### src/axi_defs.svh
`ifndef AXI_DEFS_SVH
`define AXI_DEFS_SVH

// AXI channel widths
`define AXI_ID_BITS    8
`define AXI_ADDR_BITS  32
`define AXI_DATA_BITS  32
`define AXI_LEN_BITS   8
`define AXI_SIZE_BITS  3
`define AXI_STRB_BITS  4

// 16K words of 32 bits
`define SRAM_ADDR_BITS 14

// only response ever returned
`define AXI_RESP_OKAY  2'b00

// read return buffer entries
`define RET_DEPTH      2

`endif

### src/sram_pkg.sv
`include "axi_defs.svh"

package sram_pkg;

	// one SRAM word, whole or per byte lane
	typedef union packed {
		logic [`AXI_DATA_BITS-1:0]      word;
		logic [`AXI_STRB_BITS-1:0][7:0] bytes;
	} sram_word_u;

	// one access to the array
	typedef struct packed {
		logic                       we;
		logic [`SRAM_ADDR_BITS-1:0] addr;
		sram_word_u                 wdata;
		logic [`AXI_STRB_BITS-1:0]  bmask;
	} sram_req_t;

endpackage

### src/sram_req_if.sv
`timescale 1ns/1ns

interface sram_req_if;

	// one access per cycle with en high
	logic                   en;
	sram_pkg::sram_req_t    req;

	// read data, one cycle after the access
	logic                   rvalid;
	sram_pkg::sram_word_u   rdata;

	modport ctrl (
		output en,
		output req
	);

	modport array (
		input  en,
		input  req,
		output rvalid,
		output rdata
	);

	modport ret (
		input  rvalid,
		input  rdata
	);

endinterface

### src/axi_read_return.sv
`timescale 1ns/1ns
`include "axi_defs.svh"

module axi_read_return (
	input  logic                        clk,
	input  logic                        rst,
	sram_req_if.ret                     mem,
	input  logic                        rd_last,
	input  logic [`AXI_ID_BITS-1:0]     rid,

	// read data channel
	output logic [`AXI_ID_BITS-1:0]     RID,
	output logic [`AXI_DATA_BITS-1:0]   RDATA,
	output logic [1:0]                  RRESP,
	output logic                        RLAST,
	output logic                        RVALID,
	input  logic                        RREADY,

	output logic                        ret_free,
	output logic                        rd_done
);

	// pointers wrap naturally, depth is a power of two
	localparam int PTR_BITS = $clog2(`RET_DEPTH);
	localparam int CNT_BITS = $clog2(`RET_DEPTH + 1);

	sram_pkg::sram_word_u   data_q [`RET_DEPTH];
	logic [`RET_DEPTH-1:0]  last_q;
	logic [PTR_BITS-1:0]    wr_ptr_q;
	logic [PTR_BITS-1:0]    rd_ptr_q;
	logic [CNT_BITS-1:0]    count_q;
	logic                   last_pend_q;
	logic                   empty;
	logic                   r_fire;
	logic                   push;
	logic                   pop;

	assign empty = (count_q == '0);

	// empty buffer lets the array output straight through
	assign RVALID = empty ? mem.rvalid : 1'b1;
	assign RDATA  = empty ? mem.rdata.word : data_q[rd_ptr_q].word;
	assign RLAST  = empty ? last_pend_q : last_q[rd_ptr_q];
	assign RID    = rid;
	assign RRESP  = `AXI_RESP_OKAY;

	assign r_fire  = RVALID && RREADY;
	assign push    = mem.rvalid && !(empty && RREADY);
	assign pop     = r_fire && !empty;
	assign rd_done = r_fire && RLAST;

	// rvalid marks the one read in flight out of the array
	assign ret_free = (count_q + CNT_BITS'(mem.rvalid)) < CNT_BITS'(`RET_DEPTH);

	always_ff @(posedge clk) begin
		if (push) begin
			data_q[wr_ptr_q] <= mem.rdata;
			last_q[wr_ptr_q] <= last_pend_q;
		end
	end

	always_ff @(posedge clk or negedge rst) begin
		if (!rst) begin
			wr_ptr_q    <= '0;
			rd_ptr_q    <= '0;
			count_q     <= '0;
			last_pend_q <= 1'b0;
		end else begin
			// last flag lines up with the array's rvalid
			last_pend_q <= rd_last;
			if (push)
				wr_ptr_q <= wr_ptr_q + 1'b1;
			if (pop)
				rd_ptr_q <= rd_ptr_q + 1'b1;
			case ({push, pop})
				2'b10:   count_q <= count_q + 1'b1;
				2'b01:   count_q <= count_q - 1'b1;
				default: count_q <= count_q;
			endcase
		end
	end

endmodule

### src/flat_wrapper.sv
// flat-port wrapper written by rule: the top's interface ports become plain ports
module axi_read_return_flat 
  (clk, rst, rd_last, rid, RID, RDATA, RRESP, RLAST, RVALID, RREADY, ret_free, rd_done, mem_rvalid, mem_rdata);
  sram_req_if mem_i ();
  input  logic clk;
  input  logic rst;
  input  logic rd_last;
  input  logic [`AXI_ID_BITS-1:0] rid;
  output logic [`AXI_ID_BITS-1:0] RID;
  output logic [`AXI_DATA_BITS-1:0] RDATA;
  output logic [1:0] RRESP;
  output logic RLAST;
  output logic RVALID;
  input  logic RREADY;
  output logic ret_free;
  output logic rd_done;
  input wire logic [$bits(mem_i.rvalid)-1:0] mem_rvalid;
  input wire logic [$bits(mem_i.rdata)-1:0] mem_rdata;
  assign mem_i.rvalid = mem_rvalid;
  assign mem_i.rdata = mem_rdata;
  axi_read_return u_core (.clk(clk), .rst(rst), .mem(mem_i), .rd_last(rd_last), .rid(rid), .RID(RID), .RDATA(RDATA), .RRESP(RRESP), .RLAST(RLAST), .RVALID(RVALID), .RREADY(RREADY), .ret_free(ret_free), .rd_done(rd_done));
endmodule
### config.mk
export PLATFORM = sky130hd
export DESIGN_NAME = axi_read_return_flat
export DESIGN_NICKNAME = d
export VERILOG_FILES = /design/src/sram_pkg.sv /design/src/sram_req_if.sv /design/src/axi_read_return.sv /design/src/flat_wrapper.sv
export VERILOG_INCLUDE_DIRS = /design/src /design/src/src
export SDC_FILE = /design/constraint.sdc
export NUM_CORES = 1
export LEC_CHECK = 0
export BUFFER_PORTS_ARGS = -buffer_cell sky130_fd_sc_hd__clkbuf_2
export CORE_MARGIN = 2
export CORE_UTILIZATION = 55
export DETAILED_ROUTE_END_ITERATION = 16
export PLACE_DENSITY = 0.95
export SYNTH_ARGS = -nofsm -noshare
export SYNTH_HDL_FRONTEND = slang
export SYNTH_SLANG_ARGS = --single-unit
### constraint.sdc
create_clock -name clk -period 4.8 [get_ports clk]
set_input_delay 0.72 -clock clk [delete_from_list [all_inputs] [get_ports clk]]
set_output_delay 0.72 -clock clk [all_outputs]
set_load 0.02 [all_outputs]
# Word-level counts from Yosys, hierarchy flattened
# Memories as Yosys holds them, arrays and structs flattened.
# Cells that the tools add are included.
[totals]
in_bits = 45
reg_bits = 7
mem_count = 1
ram_bits = 64
word_cells = 38
out_inout_bits = 46
[classes]
eq_ne = 2
magnitude_cmp = 4
n_mux = 11
reduce_logical = 10
addsub = 5
[memory_table]
columns = ["name", "words", "word_bits", "rd", "rd_clocked_by_memory_dff", "wr", "line", "rtl"]
rows = [
  ["u_core.data_q", 2, 32, 1, 0, 1, "axi_read_return.sv:27", "sram_pkg::sram_word_u data_q [`RET_DEPTH];"],
]
[op_table]
columns = ["operator", "count"]
rows = [
  ["32-bit 2-to-1 mux", 1],
  ["1-bit 2-to-1 mux", 7],
  ["1-bit logical AND", 6],
  ["1-bit by 2-bit < comparator with 1-bit output, second input constant", 2],
  ["2-bit one-hot mux with 2 select lines", 1],
  ["1-bit adder, second input constant", 2],
  ["2-bit by 1-bit adder with 2-bit output", 1],
  ["2-bit by 1-bit adder with 2-bit output, second input constant", 1],
  ["2-bit bitwise mux", 1],
  ["2-bit by 1-bit == test with 1-bit output, second input constant", 1],
  ["2-bit == test, second input constant", 1],
  ["1-bit logical NOT", 2],
  ["2-bit logical NOT", 1],
  ["2-bit < comparator, second input constant", 1],
  ["2-bit nonzero test", 1],
  ["2-bit by 1-bit subtractor with 2-bit output, second input constant", 1],
  ["1-bit demux with 1-bit select", 1],
  ["1-bit >= comparator, second input constant", 1],
]

# Depth between registers and ports, before layout
[logic_depth]
ltp_word = 6
depth_mapped = 7
depth_no_buf = 6

# Worst setup path before layout
# No wires, ideal clock.
[synth_timing]
path_type = "input to register"
startpoint = "input port RREADY"
endpoint = "memory u_core.data_q[1][0] (netlist name), enable pin"
setup_slack_ps = 2026
stages = 3
required_ps = 4377
arrival_ps = 2351
n_path_buf = 0
setup_time_ps = 423
cell_sequence = "inv_1 -> o21ai_4 -> nor2_1"
[synth_between]
elab_chain_len = 5
[synth_lines]
columns = ["element", "line", "rtl"]
rows = [
  ["start, declared", "flat_wrapper.sv:14", "input logic RREADY;"],
  ["1-bit logical AND", "axi_read_return.sv:48", "assign push = mem.rvalid && !(empty && RREADY);"],
  ["1-bit logical NOT", "axi_read_return.sv:48", ""],
  ["1-bit logical AND", "axi_read_return.sv:48", ""],
  ["1-bit 2-to-1 mux", "axi_read_return.sv:56", "if (push) begin"],
  ["1-bit 2-to-1 mux (not written as such)", "axi_read_return.sv:57", "data_q[wr_ptr_q] <= mem.rdata;"],
  ["end, declared", "axi_read_return.sv:27", ""],
]
# Every way passes these cells.

# Final worst setup path
[layout_timing]
startpoint = "register u_core.count_q[1]"
endpoint = "output port rd_done"
[layout_between]
elab_chain_len = 4
elab_cells_between_ends = 5
[layout_lines]
columns = ["element", "line", "rtl"]
rows = [
  ["start, declared", "axi_read_return.sv:31", "logic [CNT_BITS-1:0] count_q;"],
  ["start signal, assigned", "axi_read_return.sv:76", "2'b10: count_q <= count_q + 1'b1;"],
  ["start signal, assigned", "axi_read_return.sv:77", "2'b01: count_q <= count_q - 1'b1;"],
  ["start signal, assigned", "axi_read_return.sv:78", "default: count_q <= count_q;"],
  ["2-bit logical NOT (*)", "axi_read_return.sv:38", "assign empty = (count_q == '0);"],
  ["1-bit 2-to-1 mux", "axi_read_return.sv:41", "assign RVALID = empty ? mem.rvalid : 1'b1;"],
  ["1-bit logical AND", "axi_read_return.sv:47", "assign r_fire = RVALID && RREADY;"],
  ["1-bit logical AND (*)", "axi_read_return.sv:50", "assign rd_done = r_fire && RLAST;"],
  ["end, declared", "flat_wrapper.sv:16", "output logic rd_done;"],
]
# Every way passes the cells marked *; elsewhere a longest branch is shown, timed or not.

==> summary.md <==
| Metric | Value |
|---|---|
| RSZ-0062 raised after global routing | `no` |
| Placed wire-length estimate | `3215 um` |
| CP Capture Type | `output pin` |
| Antenna violations before repair | `0` |
| Final Net Count | `322` |
| Layout Utilization | `65.86%` |
| Mux cell area share after synthesis | `10.92%` |
| Top post-synthesis cells by area | `edfxtp_1 66%, mux2i_1 11%, o21ai_0 5.3%` |
| Synthesized area per cell | `14.20 sq um` |
| Htree depth | `3` |
| Crit path max fanout | `67` |
| Cts hold-fix bufs | `0` |
| Setup Viol. Count Final | `0` |
| Top-area cell type share of the netlist area | `65.51%` |
| Clock Sinks | `71` |
| Reg2reg path depth | `6` |
| Buffers on Ports | `72` |
| Dominant cell by count in the synthesized netlist | `edfxtp_1` |
| Synth Area in XOR/XNOR | `1.737%` |
| Post-CTS setup buffer count | `0` |
| Worst-Skew Late Latency | `0.33 ns` |
| Worst-margin pin slew | `1.230 ns` |
| Netlist cell types | `22` |
| Most frequent cells after synthesis | `66 x edfxtp_1, 33 x mux2i_1, 33 x nand2_1, 32 x o21ai_0, 15 x buf_4` |
| Yosys top cell by area | `edfxtp_1` |
| Die width | `78.17 um` |
| CTS buffer count | `9` |
| Capturing point of the worst reg2reg path | `u_core.count_q[1]` |
| Post-Layout Cell Count | `353` |
| Drt first pass iters | `4` |
| Synth Area in Compound Gates | `6.286%` |
| Initial DRC count | `64` |
| Final TNS setup | `0 ns` |
| Yosys Warn Count | `0` |
| Filler cells | `405` |
| R2R setup slack | `2.47 ns` |
| Maxcap violations | `0` |
| Main synth FF type | `edfxtp_1` |
| Synth Area in Adders | `0.4136%` |
| Fmax | `327.9 MHz` |
| Clock input transition at the sequential cells of the worst setup and hold paths | `0.07 ns` |
| Slew Viols, Final | `0` |
| Critical Path RT | `4.08 ns` |
| Worst stage delay on the critical path | `0.97 ns` |
| Hold Path Class | `in -> async` |
| Number of top-level pins | `91` |
| Largest family of logic cells by synthesized area | `multiplexers` |
| Row Count | `27` |
| Largest net degree at the start of global routing | `68` |
| Initial Utilization | `55.97%` |
| Vias in the first global route | `1,855` |
| Cell Pwr Density | `671.0 mW/mm^2` |
| Share of cells above drive strength 1 | `32.74%` |
| First-pass GRT wire length | `8024 um` |
| Status | `finished clean` |
| Crit Path Class | `reg -> out` |
| Total gr overflow | `0` |
| Post-synth EDFFs | `66` |
| Die height | `78.17 um` |
| Crit-path slowest cell | `nor2_4` |
| Core region area | `0.005405 sq mm` |
| Antenna cells | `0` |
| # resized after CTS | `0` |
| Register area | `0.002108 sq mm` |
| Die area | `0.006110 sq mm` |
| Worst slew margin | `17.82%` |
| Part of the cycle the worst path needs | `63.54%` |
| Tot Pwr | `2.389 mW` |
| Syn Inst Count | `213` |
| Ys async rst share | `7.042%` |
| Peak VDD IR | `466.0 uV` |
| # DRC | `0` |
| Fin crit period | `3.050 ns` |
| Flops & latches, synth | `71` |
| Routability Congestion | `0.7903` |
| DRT antenna net count | `0` |
| Wire per inst | `14.05 um` |
| Simple-Gate Fraction of Synth Area | `5.790%` |
| Placed cells | `337` |
| Data arrival, critical path | `2.33 ns` |
| Area of the multi-input gates | `788.3 sq um` |
| Worst path cell trace | `nor2_4, nand3_1, a21oi_2, clkbuf_2` |
| Synthesis-to-finish area growth | `17.66%` |
| GRT Overall Usage | `17.31%` |
| WL final | `4959 um` |
| Worst reg2reg path startpoint | `u_core.count_q[1]` |
| CP Launch Type | `flop` |
| Via count | `1,790` |
| CP Buf/Inv Count | `1` |
| CTS tree | `done` |
| Seq/Total Area, Yosys | `69.64%` |
| Clk Tree Root Cell | `clkbuf_8` |
| Top delay family on crit path | `simple AND/OR/NAND/NOR gates` |
| Clock skew | `0.007471 ns` |
| Vias per cell | `5.071` |
| Synth Cell Area | `0.003025 sq mm` |
| Clock buffer depth | `2` |
| Leak | `1.429 nW` |
| Hold Violations, Final | `0` |
[registers in the layout (all words and copies together) (netlist names)]
register and count:
u_core.rd_ptr_q 1, u_core.last_q 2, u_core.count_q 2, u_core.data_q 64
u_core.wr_ptr_q 1, u_core.last_pend_q 1
[report_power, final]
part / internal (mW) / total (mW) / switching, mW
Sequential: 0.838 / 0.960 / 0.122
Clock: 0.292 / 0.490 / 0.198
Combinational: 0.334 / 0.939 / 0.605
[worst max-delay path by stage]
| stage | from | to | cells after the start |
|---|---|---|---|
| detailed placement | u_core.count_q[1] | rd_done | 4 |
| global route | u_core.count_q[1] | rd_done | 4 |
| global placement | u_core.count_q[1] | rd_done | 4 |
| finish | u_core.count_q[1] | rd_done | 4 |
| floorplan | RREADY | u_core.data_q[1][0] | 3 |
| CTS | u_core.count_q[1] | rd_done | 4 |
[kinds of logic (layout without fill, tap and decap cells)]
logic type,after synthesis,in the layout
other,1,2
AND/OR/NAND/NOR,43,43
adder cells (fa/ha/maj),1,1
buffers and inverters,23,90
flip-flops,71,71
multiplexers,33,33
XOR/XNOR,6,6
AO/OA/AOI/OAI,35,35
[cell type report]
cell class | instances | share of cell area (%)
clock inverters | 4 | 1.968
clock buffers | 12 | 3.796
flip-flops and latches | 71 | 59.23
repair buffers | 72 | 10.12
multi-input cells | 120 | 22.14
inverters | 2 | 0.2109
well taps | 72 | 2.531
[through the flow]
step / instance area (sq um) / setup slack (ns) / hold slack (ns)
after global routing: 3560 / 1.498 / 0.1865
final: 3560 / 1.750 / 0.1997
after global placement: 3354 / 2.171 / 0.4931
after CTS: 3560 / 1.723 / 0.1921
after detailed placement: 3354 / 2.074 / 0.4980
after floorplan: 3029 / 2.026 / 0.4244
[layer usage]
metal  track usage [%]  vias up  routed length (um)
li1                  -      888                   -
met1             19.66      841                2037
met2             30.43       52                2557
met3             5.977        9                 294
met4             6.140        0                  68
met5                 0        -                   0
[layout by cell type (no fill, tap or decap)]
master / netlist / routed
mux2i_1: 33 / 33
dfrtp_2: 0 / 1
nand3_1: 1 / 1
xnor2_1: 3 / 3
nand2_1: 33 / 33
dfrtp_1: 5 / 4
o21ai_0: 32 / 32
clkbuf_2: 0 / 72
nor2_4: 0 / 3
edfxtp_1: 66 / 66
xor2_1: 3 / 3
nor2_2: 2 / 1
clkinv_2: 0 / 2
bufinv_16: 0 / 2
nor2_1: 4 / 2
o21ai_4: 1 / 1
ha_1: 1 / 1
or2_1: 2 / 2
a21oi_1: 1 / 1
clkbuf_1: 2 / 3
inv_1: 2 / 2
clkbuf_8: 0 / 9
a21oi_2: 1 / 1
conb_1: 1 / 2
or3_1: 1 / 1
No activity file was read; power rests on OpenSTA's default activity.
