[src/axi_defs.svh]
`ifndef AXI_DEFS_SVH
`define AXI_DEFS_SVH

// AXI channel widths
`define AXI_ID_BITS    8
`define AXI_ADDR_BITS  32
`define AXI_DATA_BITS  32
`define AXI_LEN_BITS   8
`define AXI_SIZE_BITS  3
`define AXI_STRB_BITS  4

// 16K words of 32 bits
`define SRAM_ADDR_BITS 14

// only response ever returned
`define AXI_RESP_OKAY  2'b00

// read return buffer entries
`define RET_DEPTH      2

`endif

[src/axi_pkg.sv]
package axi_pkg;

	// burst control FSM
	typedef enum logic [1:0] {
		idle        = 2'b00,
		read_burst  = 2'b01,
		write_burst = 2'b10,
		write_resp  = 2'b11
	} burst_state_t;

	// AxBURST encoding
	typedef enum logic [1:0] {
		FIXED = 2'b00,
		INCR  = 2'b01,
		WRAP  = 2'b10
	} burst_t;

endpackage

[src/sram_pkg.sv]
`include "axi_defs.svh"

package sram_pkg;

	// one SRAM word, whole or per byte lane
	typedef union packed {
		logic [`AXI_DATA_BITS-1:0]      word;
		logic [`AXI_STRB_BITS-1:0][7:0] bytes;
	} sram_word_u;

	// one access to the array
	typedef struct packed {
		logic                       we;
		logic [`SRAM_ADDR_BITS-1:0] addr;
		sram_word_u                 wdata;
		logic [`AXI_STRB_BITS-1:0]  bmask;
	} sram_req_t;

endpackage

[src/sram_req_if.sv]
`timescale 1ns/1ns

interface sram_req_if;

	// one access per cycle with en high
	logic                   en;
	sram_pkg::sram_req_t    req;

	// read data, one cycle after the access
	logic                   rvalid;
	sram_pkg::sram_word_u   rdata;

	modport ctrl (
		output en,
		output req
	);

	modport array (
		input  en,
		input  req,
		output rvalid,
		output rdata
	);

	modport ret (
		input  rvalid,
		input  rdata
	);

endinterface

[src/axi_burst_ctrl.sv]
`timescale 1ns/1ns
`include "axi_defs.svh"

module axi_burst_ctrl (
	input  logic                        clk,
	input  logic                        rst,

	// write address
	input  logic [`AXI_ID_BITS-1:0]     AWID,
	input  logic [`AXI_ADDR_BITS-1:0]   AWADDR,
	input  logic [`AXI_LEN_BITS-1:0]    AWLEN,
	input  logic [`AXI_SIZE_BITS-1:0]   AWSIZE,
	input  logic [1:0]                  AWBURST,
	input  logic                        AWVALID,
	output logic                        AWREADY,

	// write data
	input  logic [`AXI_DATA_BITS-1:0]   WDATA,
	input  logic [`AXI_STRB_BITS-1:0]   WSTRB,
	input  logic                        WLAST,
	input  logic                        WVALID,
	output logic                        WREADY,

	// write response
	output logic [`AXI_ID_BITS-1:0]     BID,
	output logic [1:0]                  BRESP,
	output logic                        BVALID,
	input  logic                        BREADY,

	// read address
	input  logic [`AXI_ID_BITS-1:0]     ARID,
	input  logic [`AXI_ADDR_BITS-1:0]   ARADDR,
	input  logic [`AXI_LEN_BITS-1:0]    ARLEN,
	input  logic [`AXI_SIZE_BITS-1:0]   ARSIZE,
	input  logic [1:0]                  ARBURST,
	input  logic                        ARVALID,
	output logic                        ARREADY,

	// read return handshake
	input  logic                        ret_free,
	input  logic                        rd_done,
	output logic                        rd_last,
	output logic [`AXI_ID_BITS-1:0]     rid,

	sram_req_if.ctrl                    mem
);

	axi_pkg::burst_state_t      state_q;
	axi_pkg::burst_state_t      state_d;
	axi_pkg::burst_t            burst_q;
	logic [`AXI_ID_BITS-1:0]    id_q;
	logic [`AXI_LEN_BITS-1:0]   len_q;
	logic [`AXI_LEN_BITS-1:0]   cnt_q;
	logic [`SRAM_ADDR_BITS-1:0] addr_q;
	logic                       issued_q;
	logic                       aw_fire;
	logic                       ar_fire;
	logic                       w_fire;
	logic                       b_fire;
	logic                       rd_issue;
	sram_pkg::sram_req_t        req_d;

	// every burst type advances one word, FIXED and WRAP run as INCR
	function automatic logic [`SRAM_ADDR_BITS-1:0] addr_step(input axi_pkg::burst_t b);
		logic [`SRAM_ADDR_BITS-1:0] step;
		case (b)
			axi_pkg::INCR: step = `SRAM_ADDR_BITS'(1);
			default:       step = `SRAM_ADDR_BITS'(1);
		endcase
		return step;
	endfunction

	// address channels, write wins a tie
	assign AWREADY = (state_q == axi_pkg::idle);
	assign ARREADY = (state_q == axi_pkg::idle) && !AWVALID;
	assign aw_fire = AWVALID && AWREADY;
	assign ar_fire = ARVALID && ARREADY;

	assign WREADY  = (state_q == axi_pkg::write_burst);
	assign w_fire  = WVALID && WREADY;

	assign BVALID  = (state_q == axi_pkg::write_resp);
	assign BID     = id_q;
	assign BRESP   = `AXI_RESP_OKAY;
	assign b_fire  = BVALID && BREADY;

	// reads only while the return buffer has room
	assign rd_issue = (state_q == axi_pkg::read_burst) && !issued_q && ret_free;
	assign rd_last  = rd_issue && (cnt_q == len_q);
	assign rid      = id_q;

	always_comb begin
		req_d            = '0;
		req_d.we         = w_fire;
		req_d.addr       = addr_q;
		req_d.wdata.word = WDATA;
		req_d.bmask      = WSTRB;
	end

	assign mem.en  = w_fire || rd_issue;
	assign mem.req = req_d;

	always_comb begin
		state_d = state_q;
		case (state_q)
			axi_pkg::idle: begin
				if (aw_fire)
					state_d = axi_pkg::write_burst;
				else if (ar_fire)
					state_d = axi_pkg::read_burst;
			end
			axi_pkg::write_burst: begin
				if (w_fire && WLAST)
					state_d = axi_pkg::write_resp;
			end
			axi_pkg::write_resp: begin
				if (b_fire)
					state_d = axi_pkg::idle;
			end
			axi_pkg::read_burst: begin
				// leave only once the last beat has gone out on R
				if (rd_done)
					state_d = axi_pkg::idle;
			end
			default: state_d = axi_pkg::idle;
		endcase
	end

	always_ff @(posedge clk or negedge rst) begin
		if (!rst) begin
			state_q  <= axi_pkg::idle;
			cnt_q    <= '0;
			issued_q <= 1'b0;
		end else begin
			state_q <= state_d;
			if (ar_fire) begin
				cnt_q    <= '0;
				issued_q <= 1'b0;
			end else if (rd_issue) begin
				cnt_q <= cnt_q + 1'b1;
				if (rd_last)
					issued_q <= 1'b1;
			end
		end
	end

	// burst attributes and word address, size is ignored
	always_ff @(posedge clk) begin
		if (aw_fire) begin
			id_q    <= AWID;
			len_q   <= AWLEN;
			addr_q  <= AWADDR[15:2];
			burst_q <= axi_pkg::burst_t'(AWBURST);
		end else if (ar_fire) begin
			id_q    <= ARID;
			len_q   <= ARLEN;
			addr_q  <= ARADDR[15:2];
			burst_q <= axi_pkg::burst_t'(ARBURST);
		end else if (w_fire || rd_issue) begin
			// 14-bit address wraps at the top of the array
			addr_q <= addr_q + addr_step(burst_q);
		end
	end

endmodule

[src/flat_wrapper.sv]
// flat-port wrapper written by rule: the top's interface ports become plain ports
module axi_burst_ctrl_flat 
  (clk, rst, AWID, AWADDR, AWLEN, AWSIZE, AWBURST, AWVALID, AWREADY, WDATA, WSTRB, WLAST, WVALID, WREADY, BID, BRESP, BVALID, BREADY, ARID, ARADDR, ARLEN, ARSIZE, ARBURST, ARVALID, ARREADY, ret_free, rd_done, rd_last, rid, mem_en, mem_req);
  sram_req_if mem_i ();
  input  logic clk;
  input  logic rst;
  input  logic [`AXI_ID_BITS-1:0] AWID;
  input  logic [`AXI_ADDR_BITS-1:0] AWADDR;
  input  logic [`AXI_LEN_BITS-1:0] AWLEN;
  input  logic [`AXI_SIZE_BITS-1:0] AWSIZE;
  input  logic [1:0] AWBURST;
  input  logic AWVALID;
  output logic AWREADY;
  input  logic [`AXI_DATA_BITS-1:0] WDATA;
  input  logic [`AXI_STRB_BITS-1:0] WSTRB;
  input  logic WLAST;
  input  logic WVALID;
  output logic WREADY;
  output logic [`AXI_ID_BITS-1:0] BID;
  output logic [1:0] BRESP;
  output logic BVALID;
  input  logic BREADY;
  input  logic [`AXI_ID_BITS-1:0] ARID;
  input  logic [`AXI_ADDR_BITS-1:0] ARADDR;
  input  logic [`AXI_LEN_BITS-1:0] ARLEN;
  input  logic [`AXI_SIZE_BITS-1:0] ARSIZE;
  input  logic [1:0] ARBURST;
  input  logic ARVALID;
  output logic ARREADY;
  input  logic ret_free;
  input  logic rd_done;
  output logic rd_last;
  output logic [`AXI_ID_BITS-1:0] rid;
  output wire logic [$bits(mem_i.en)-1:0] mem_en;
  output wire logic [$bits(mem_i.req)-1:0] mem_req;
  assign mem_en = mem_i.en;
  assign mem_req = mem_i.req;
  axi_burst_ctrl u_core (.clk(clk), .rst(rst), .AWID(AWID), .AWADDR(AWADDR), .AWLEN(AWLEN), .AWSIZE(AWSIZE), .AWBURST(AWBURST), .AWVALID(AWVALID), .AWREADY(AWREADY), .WDATA(WDATA), .WSTRB(WSTRB), .WLAST(WLAST), .WVALID(WVALID), .WREADY(WREADY), .BID(BID), .BRESP(BRESP), .BVALID(BVALID), .BREADY(BREADY), .ARID(ARID), .ARADDR(ARADDR), .ARLEN(ARLEN), .ARSIZE(ARSIZE), .ARBURST(ARBURST), .ARVALID(ARVALID), .ARREADY(ARREADY), .ret_free(ret_free), .rd_done(rd_done), .rd_last(rd_last), .rid(rid), .mem(mem_i));
endmodule
[config.mk]
export PLATFORM = sky130hd
export DESIGN_NAME = axi_burst_ctrl_flat
export DESIGN_NICKNAME = d
export VERILOG_FILES = /design/src/axi_pkg.sv /design/src/sram_pkg.sv /design/src/sram_req_if.sv /design/src/axi_burst_ctrl.sv /design/src/flat_wrapper.sv
export VERILOG_INCLUDE_DIRS = /design/src /design/src/src
export SDC_FILE = /design/constraint.sdc
export NUM_CORES = 1
export LEC_CHECK = 0
export BUFFER_PORTS_ARGS = -buffer_cell sky130_fd_sc_hd__buf_2
export CORE_AREA = 2 2 88 90
export DETAILED_ROUTE_END_ITERATION = 10
export DIE_AREA = 0 0 90 92
export HOLD_SLACK_MARGIN = 0.05
export PLACE_DENSITY = 0.77
export SLEW_MARGIN = 15
export SYNTH_ARGS = -nofsm -noshare
export SYNTH_HDL_FRONTEND = slang
export SYNTH_SLANG_ARGS = --single-unit
[constraint.sdc]
create_clock -name clk -period 3.2 [get_ports clk]
set_input_delay 0.16 -clock clk [delete_from_list [all_inputs] [get_ports clk]]
set_output_delay 0.16 -clock clk [all_outputs]
set_load 0.03 [all_outputs]
After elaboration in Yosys (flattened, before gate mapping)
Cells that the tools add are included.
{ "word_totals": {"ff_bits": 41, "latch_bits": 0, "ramBits": 0, "mem_bits_ro": 0, "input_bits": 151, "out_inout_bits": 75, "memories": 0} }
{ "classes": {"addsub": 2, "multipliers": 0, "div_mod_pow": 0, "n_lt_le_gt_ge": 0, "n_eq_ne": 8, "shifts": 0, "muxes": 21, "n_bitwise": 0, "n_reduce_logical": 19} }
{ "op_table": {"columns": ["cell", "count"], "rows": [
  ["14-bit two-way mux", 6],
  ["8-bit two-way mux", 6],
  ["14-bit adder", 1],
  ["2-bit two-way mux", 5],
  ["1-bit logical AND", 9],
  ["8-bit by 1-bit adder with 8-bit output, second input constant", 1],
  ["8-bit equality test", 1],
  ["2-bit case mux with 4 select lines", 1],
  ["2-bit != test, second input constant", 3],
  ["2-bit nonzero test", 3],
  ["2-bit equality test, second input constant", 2],
  ["4-bit AND reduction", 1],
  ["1-bit two-way mux", 3],
  ["3-bit != test, second input constant", 1],
  ["3-bit nonzero test", 1],
  ["2-bit by 1-bit equality test with 1-bit output, second input constant", 1],
  ["1-bit logical NOT", 2],
  ["2-bit logical NOT", 1],
  ["2-bit AND reduction", 1],
  ["1-bit logical OR", 1]
]} }

Longest topological paths before layout
Gate-level depths: netlist of run 1.
{ "logic_depth": {"ltp_word": 11, "depth_mapped": 6} }

Worst setup path before layout of run 1
Ideal clock, no wire load.
{ "synth_path": {"kind": "flip-flop to flip-flop", "start": "register u_core.state_q[0]", "end": "register u_core.addr_q[0] (enable)", "setup_ns": 0.363, "arrival_ns": 1.935, "t_required_ns": 2.837, "path_slack_ns": 0.902, "stages_incl_launch_ff": 6, "path_buffers": 1, "cell_sequence": "dfrtp_1 > buf_2 > nor4b_4 > nor2_1 > inv_1 > or2_1"} }
{ "synth_between": {"elab_chain_len": 5} }
{ "synth_rtl": {"columns": ["element", "line_no", "rtl"], "rows": [
  ["from (decl)", "axi_burst_ctrl.sv:48", "axi_pkg::burst_state_t state_q;"],
  ["from (signal assigned)", "axi_burst_ctrl.sv:131", "state_q <= axi_pkg::idle;"],
  ["from (signal assigned)", "axi_burst_ctrl.sv:135", "state_q <= state_d;"],
  ["2-bit by 1-bit equality test with 1-bit output", "axi_burst_ctrl.sv:88", "assign rd_issue = (state_q == axi_pkg::read_burst) && !issued_q && ret_free;"],
  ["1-bit logical AND (2 in series)", "axi_burst_ctrl.sv:88", null],
  ["1-bit logical OR", "axi_burst_ctrl.sv:159", "end else if (w_fire || rd_issue) begin"],
  ["3-bit nonzero test (no source line) *", null, null],
  ["to (signal assigned)", "axi_burst_ctrl.sv:152", "addr_q <= AWADDR[15:2];"],
  ["to (signal assigned)", "axi_burst_ctrl.sv:157", "addr_q <= ARADDR[15:2];"],
  ["to (signal assigned)", "axi_burst_ctrl.sv:161", "addr_q <= addr_q + addr_step(burst_q);"],
  ["to (decl)", "axi_burst_ctrl.sv:54", "logic [`SRAM_ADDR_BITS-1:0] addr_q;"]
]} }
Mark *: on every way between the ends. The rest lies on a longest branch, timed or not.
A chain may end at the register's enable or synchronous reset.

Worst setup path after layout of run 1
{ "layout_path": {"start": "register u_core.state_q[1]", "end": "output rd_last"} }
{ "layout_between": {"elab_chain_len": 4} }
{ "layout_rtl": {"columns": ["element", "line_no", "rtl"], "rows": [
  ["2-bit by 1-bit equality test with 1-bit output", "axi_burst_ctrl.sv:88", null],
  ["1-bit logical AND (2 in series)", "axi_burst_ctrl.sv:88", null],
  ["1-bit logical AND", "axi_burst_ctrl.sv:89", "assign rd_last = rd_issue && (cnt_q == len_q);"],
  ["to (decl)", "flat_wrapper.sv:32", "output logic rd_last;"]
]} }
No other way between the ends.

==> results of run 1 <==
## tightest hold or removal path: cells and delay by family
| kind | cells | cell delay (ns) |
|---|---|---|
| and+or+nand+nor | 2 | 0.09 |
| buffers and inverters | 1 | 0.07 |
## repair_timing
| action | CTS | global route |
|---|---|---|
| buffers inserted | 0 | 0 |
| hold buffers | 2 | 0 |
| hold endpoints to repair | 12 | 0 |
| endpoints found under the setup margin | 0 | 0 |
## cell usage after synthesis
library cell   n  area (sq um)
a22oi_1        4          30.0
nor3_1         5          25.0
buf_2          7          35.0
nor4_1         1          6.26
inv_1          5          18.8
edfxtp_1      30           901
nor2_1        16          60.1
dfrtp_1       11           275
xnor2_1       16           140
or2_1          1          6.26
o21ai_0       13          65.1
a31oi_1        1          6.26
o22ai_1        4          25.0
nor3b_2        1          12.5
and3_1         1          6.26
nor3b_1        1          7.51
nor4_2         1          12.5
a21oi_1       12          60.1
buf_4         48           360
and4bb_1       1          12.5
o21a_1         1          7.51
a311oi_1       1          8.76
nand4_1        4          25.0
clkbuf_1       1          3.75
nor4b_4        1          23.8
ha_1           2          25.0
nand2_1       59           221
or3_1          2          12.5
or2_2          1          6.26
conb_1         1          3.75
a22o_1         2          17.5
nand4_2        1          12.5
nand3b_1       1          7.51
mux2_2         2          22.5
nand3_1        9          45.0
nor2b_1        2          12.5
nand4_4        1          21.3
xor2_1         8          70.1
and2_1         4          25.0
## cell usage in the layout, fill, tap and decap left out, types with 2 or more instances in the layout
| cell | n |
|---|---|
| nand3_1 | 9 |
| dfrtp_1 | 11 |
| clkinv_2 | 2 |
| nand2_1 | 59 |
| mux2_2 | 2 |
| nor2_1 | 16 |
| ha_1 | 2 |
| a22o_1 | 2 |
| nor3_1 | 5 |
| or3_1 | 2 |
| buf_4 | 4 |
| o22ai_1 | 4 |
| o21ai_0 | 13 |
| nand4_1 | 4 |
| and2_1 | 4 |
| inv_1 | 5 |
| dlygate4sd3_1 | 2 |
| a21oi_1 | 12 |
| a22oi_1 | 4 |
| xor2_1 | 8 |
| xnor2_1 | 16 |
| nor2b_1 | 2 |
| buf_2 | 105 |
| conb_1 | 2 |
| edfxtp_1 | 30 |
| clkbuf_8 | 5 |
## state kept, by name, indices dropped and copies added, names as in the netlist
register         flops
u_core.addr_q       14
u_core.BID           8
u_core.cnt_q         8
u_core.len_q         8
u_core.state_q       2
u_core.issued_q      1
## metrics by stage
stage / power [uW] / std cells
after floorplan: 2120 / 283
after global placement: 2370 / 438
after detailed placement: 2410 / 438
after CTS: 2750 / 448
after global routing: 2900 / 448
final: 2720 / 448
## layout make-up
class / instances / area [sq um]
clock buffer: 6 / 72.6
clock inverter: 2 / 10.0
fill: 760 / 4410
inverter: 5 / 18.8
multi-input combinational: 181 / 1050
sequential: 41 / 1180
tap: 102 / 128
timing repair buffer: 111 / 576
## per-layer routing
layer  global-route usage (%)  share of wire [%]
met1                     17.1                 41
met2                     25.3                 50
met3                     3.62                6.2
met4                     6.92                2.6
met5                        0                  0
## how the worst max path moves through the flow
| stage | slack (ns) | endpoint | start |
|---|---|---|---|
| 4_1_cts | 0.81 | rd_last | u_core.state_q[1] |
| 2_1_floorplan | 0.90 | u_core.addr_q[0] | u_core.state_q[0] |
| 5_1_grt | 0.66 | rd_last | u_core.state_q[1] |
| 3_5_place_dp | 0.94 | u_core.addr_q[1] | u_core.state_q[1] |
| 3_3_place_gp | 0.99 | u_core.addr_q[0] | u_core.state_q[1] |
| 6_report | 0.84 | rd_last | u_core.state_q[1] |
## cell families after synthesis
group | after synthesis
AND/OR/NAND/NOR | 113
flip-flops | 41
buffers and inverters | 61
AO/OA/AOI/OAI | 38
XOR/XNOR | 24
adder cells (fa/ha/maj) | 2
multiplexers | 2
other | 1
## report_power, final
group / switching [uW] / total [uW] / internal [uW]
Sequential: 237 / 1100 / 865
Clock: 177 / 328 / 151
Combinational: 847 / 1290 / 441
Total: 1260 / 2720 / 1460
==> impl_metrics.csv, run 1 <==
group,metric,value,unit
run_status,outcome,"complete, no violations",
sta,slew_violations,0,
worst_hold_path,hold_class,"in -> reg",
worst_hold_path,hold_depth,3,
placed_design,finalWeightedCongestion,0.757,
drt,drt_iter0_drc,44,
logic_synthesis,avgSynthCellArea,9.35,sq um
die,core,7450,sq um
layout,fin_area,3030,sq um
power_and_ir_drop,p_leak,0.00136,uW
die,io_pins,226,
logic_synthesis,synth_area,2640,sq um
clocking,cts_tree,"yes",
clocking,h-tree-depth,2,
critical_path,reg2reg_to,"u_core.addr_q[1]",
die,die-area,8280,sq um
logic_synthesis,ys_types,39,
die,start_util,35.4,%
clocking,insertion_delay,0.29,ns
logic_synthesis,syn_inst,282,
drt,vias_per_cell,4.81,
sta,max_freq,0.425,GHz
logic_synthesis,synth_xor_area_share,7.97,%
grt,grt_pass1_vias,2152,
logic_synthesis,synthMuxAreaShare,0.854,%
drt,firstDrtPassIters,4,
critical_path,path_depth,4,
grt,grt_pass1_wl,9800,um
die,die_y,92,um
layout,diodes,0,
layout,num-nets-final,498,
critical_path,path_delay_family,"simple AND/OR/NAND/NOR gates",
logic_synthesis,yosysWarnings,0,
layout,final_util,40.7,%
clocking,cts_made_buffers,5,
drt,drcViolationCount,0,
drt,ant_nets,0,
critical_path,slowest_delay,0.55,ns
logic_synthesis,seq_area_frac_synth,44.6,%
critical_path,worst-endpoint-arrival,2.20,ns
job,maxCapViolations,0,
clocking,cts_sinks,41,
grt,grt_max_degree,25,
logic_synthesis,synth-compound-area-share,8.35,%
worst_hold_path,worstHoldStart,"AWLEN[0]",
power_and_ir_drop,max-vdd-ir-drop,0.292,mV
placed_design,hpwlAfterDp,4640,um
critical_path,path_class,"reg -> out",
grt,gr-total-overflow,0,
sta,rsz0062_at_grt,"no",
critical_path,r2r_start,"u_core.state_q[1]",
sta,setup_tns,0,ns
critical_path,critPathSlowestCell,"and4bb_1",
logic_synthesis,synth_top_family_by_area,"simple AND/OR/NAND/NOR gates",
critical_path,cp_max_fo,12,
clocking,cts_root_buffer,"clkbuf_8",
placed_design,place.port_buffers,105,
die,die-width,90,um
grt,antenna_found_initial,0,
sta,slew-limit-headroom,57.0,%
critical_path,r2r_cells,5,
drt,drt-total-wl,6080,um
clocking,cts-resized-gates,0,
die,placementRows,32,
sta,setup-violations-final,0,
logic_synthesis,yosys.area_share.simple,21.3,%
critical_path,crit_buf_inv,1,
power_and_ir_drop,power_density,896,nW/um^2
critical_path,startpoint_type,"flip-flop",
sta,whs,0.129,ns
critical_path,r2r_slack,0.94,ns
grt,grt_usage,14.6,%
drt,avgRoutedWirePerCell,13.6,um
critical_path,critPathCaptureType,"output port",
sta,skew,0.00561,ns
logic_synthesis,yosys.area_share.adder,0.949,%
clocking,clock_path_buffers,2,
sta,hold_violations,0,
drt,via_count,2153,
placed_design,place_ws,0.935,ns
sta,period_share,73.6,%
placed_design,post_dp_cell_area,2930,sq um
logic_synthesis,synth_seq_cells,41,
clocking,path_clk_slew,0.08,ns
worst_hold_path,min_to,"u_core.len_q[0]",
critical_path,cp_cell_sequence,"and4bb_1, nand4_1, nor4_2, buf_2",
sta,worst_slew_pin_slew,0.645,ns
sta,setup_slack,0.845,ns
layout,area_growth,15.0,%
critical_path,required,3.04,ns
layout,drive_gt1_share,35.8,%
sta,fin_crit,2.36,ns
(Power assumes the default switching activity.)
==> run 2, diff against run 1 <==
CORE_AREA = not set   (was 2 2 88 90)
CORE_MARGIN = 2   (was not set)
CORE_UTILIZATION = 35   (was not set)
DIE_AREA = not set   (was 0 0 90 92)
PLACE_DENSITY = 0.78   (was 0.77)
clock period = 2.1 ns   (was 3.2 ns; I/O delays follow)
==> run 2 against run 1 <==
  * Via count rose by 0.23%
  * Combinational power rose by 64%
  * Register-to-register slack got worse by 0.63 ns
  * Final cell count rose by 0.45%
  * Sequential power rose by 49%
  * Sequential cell count did not move
  * Clock power rose by 84%
  * Count of clock-buffer cells in the layout did not move
  * Clock skew barely moved
==> impl_metrics.csv, run 2 (synthesized netlist as in run 1, its figures left out) <==
group,metric,value,unit
die,placementRows,31,
drt,drt-total-wl,6280,um
placed_design,place.port_buffers,105,
drt,firstDrtPassIters,4,
drt,via_count,2158,
layout,drive_gt1_share,38.7,%
clocking,postCtsSetupBuffers,0,
die,core,7290,sq um
critical_path,required,2.00,ns
clocking,cts_made_buffers,5,
power_and_ir_drop,clkPwrFrac,13.8,%
placed_design,finalWeightedCongestion,0.756,
clocking,insertion_delay,0.29,ns
clocking,clock_path_buffers,2,
sta,skew,0.00576,ns
sta,fin_crit,2.00,ns
power_and_ir_drop,max-vdd-ir-drop,0.481,mV
clocking,path_clk_slew,0.09,ns
layout,mostFrequentLayoutCells,"buf_2 (104), nand2_1 (59), edfxtp_1 (30), nor2_1 (16), xnor2_1 (16)",
clocking,h-tree-depth,2,
drt,drt_iter0_drc,83,
sta,setup-violations-final,0,
layout,num-nets-final,503,
power_and_ir_drop,p_switching,1990,uW
sta,rsz0062_at_grt,"no",
layout,final_common_cell,"buf_2",
clocking,cts_sinks,41,
layout,area_growth,18.2,%
drt,drcViolationCount,0,
drt,vias_per_cell,4.80,
critical_path,cp_max_fo,12,
die,start_util,36.2,%
worst_hold_path,hold_class,"in -> reg",
die,die_y,90.8,um
die,die-area,8250,sq um
critical_path,worst-endpoint-arrival,1.89,ns
critical_path,critPathSlowestCell,"dfrtp_2",
power_and_ir_drop,p_leak,0.00140,uW
grt,grt_usage,15.1,%
power_and_ir_drop,p_int,2370,uW
drt,ant_nets,0,
critical_path,startpoint_type,"flip-flop",
drt,avgRoutedWirePerCell,14.0,um
sta,max_freq,0.500,GHz
sta,whs,0.0663,ns
grt,gr-total-overflow,0,
critical_path,cp_cell_sequence,"and4bb_2, nand4_1, nor4_4, clkbuf_4",
power_and_ir_drop,sw_frac_of_total,45.7,%
critical_path,path_class,"reg -> out",
layout,top_register,"u_core.addr_q",
power_and_ir_drop,combPwrFrac,48.6,%
grt,grt_max_degree,27,
critical_path,critPathCaptureType,"output port",
placed_design,hpwlAfterDp,4750,um
critical_path,slowest_delay,0.51,ns
sta,slew_violations,0,
layout,diodes,0,
grt,antenna_found_initial,0,
clocking,cts_root_buffer,"clkbuf_8",
sta,hold_violations,0,
layout,largest_reg_flops,14,
die,die-width,90.8,um
grt,grt_pass1_wl,10100,um
grt,grt_pass1_vias,2106,
run_status,outcome,"complete, no violations",
power_and_ir_drop,power_density,1400,nW/um^2
die,io_pins,226,
sta,setup_tns,0,ns
sta,period_share,95.2,%
clocking,cts_tree,"yes",
job,maxCapViolations,0,
power_and_ir_drop,seqPwrFrac,37.6,%
==> run 2: final timing paths <==
kind / startpoint / to / slack [ns] / cells past startpoint
max: u_core.state_q[1] / rd_last / 0.10 / 4
min: AWLEN[7] / u_core.len_q[7] / 0.07 / 3
max reg2reg: u_core.state_q[1] / u_core.cnt_q[7] / 0.31 / 5
min reg2reg: u_core.issued_q / u_core.issued_q / 0.51 / 1
max in group asynchronous: rst / u_core.state_q[1] / 1.68 / 2
min in group asynchronous: rst / u_core.state_q[0] / 0.20 / 2
==> run 2: routing by layer <==
layer	vias up	global-route usage (%)	part of all wire (%)
met5	-	0	0
met4	0	8.08	2.9
met3	23	2.92	6.5
met2	98	25.7	50
met1	990	18.0	41
li1	1047	-	-
==> run 2: cell type report <==
type,count,area [sq um]
clock inverters,2,15.0
repair buffers,116,616
multi-input cells,181,1070
fillers,744,4180
clock buffers,6,93.8
flip-flops and latches,41,1180
well taps,99,124
inverters,5,18.8
==> run 2: power by group through the flow <==
stage | clock network (uW) | registers (uW) | logic, uW
3_5_place_dp | 0 | 1660 | 2120
6_report | 603 | 1640 | 2120
3_3_place_gp | 0 | 1640 | 2060
2_1_floorplan | 0 | 1950 | 1310
4_1_cts | 622 | 1640 | 2130
5_1_grt | 643 | 1690 | 2310
==> run 2: stage by stage <==
step / cell area [sq um] / std cells / utilization [%] / total power (uW) / setup WS [ns]
6_report: 3120 / 450 / 42.7 / 4360 / 0.101
5_1_grt: 3120 / 450 / 42.7 / 4640 / 0.000553
4_1_cts: 3110 / 450 / 42.6 / 4390 / 0.0612
3_5_place_dp: 2980 / 440 / 40.8 / 3780 / 0.221
3_3_place_gp: 2980 / 440 / 40.8 / 3700 / 0.303
2_1_floorplan: 2650 / 283 / - / 3260 / 0.171
==> run 2: repair_timing <==
item | 4_1_cts | 5_1_grt
resized for setup | 1 | 3
endpoints found under the setup margin | 1 | 1
endpoints found under the hold margin | 12 | 0
hold buffers | 2 | 0
==> run 2: worst max-delay path, delay by kind of cell (launching register included) <==
kind | cells | cell delay, ns
buffers and inverters | 1 | 0.25
AND/OR/NAND/NOR | 3 | 0.84
flip-flops | 1 | 0.51
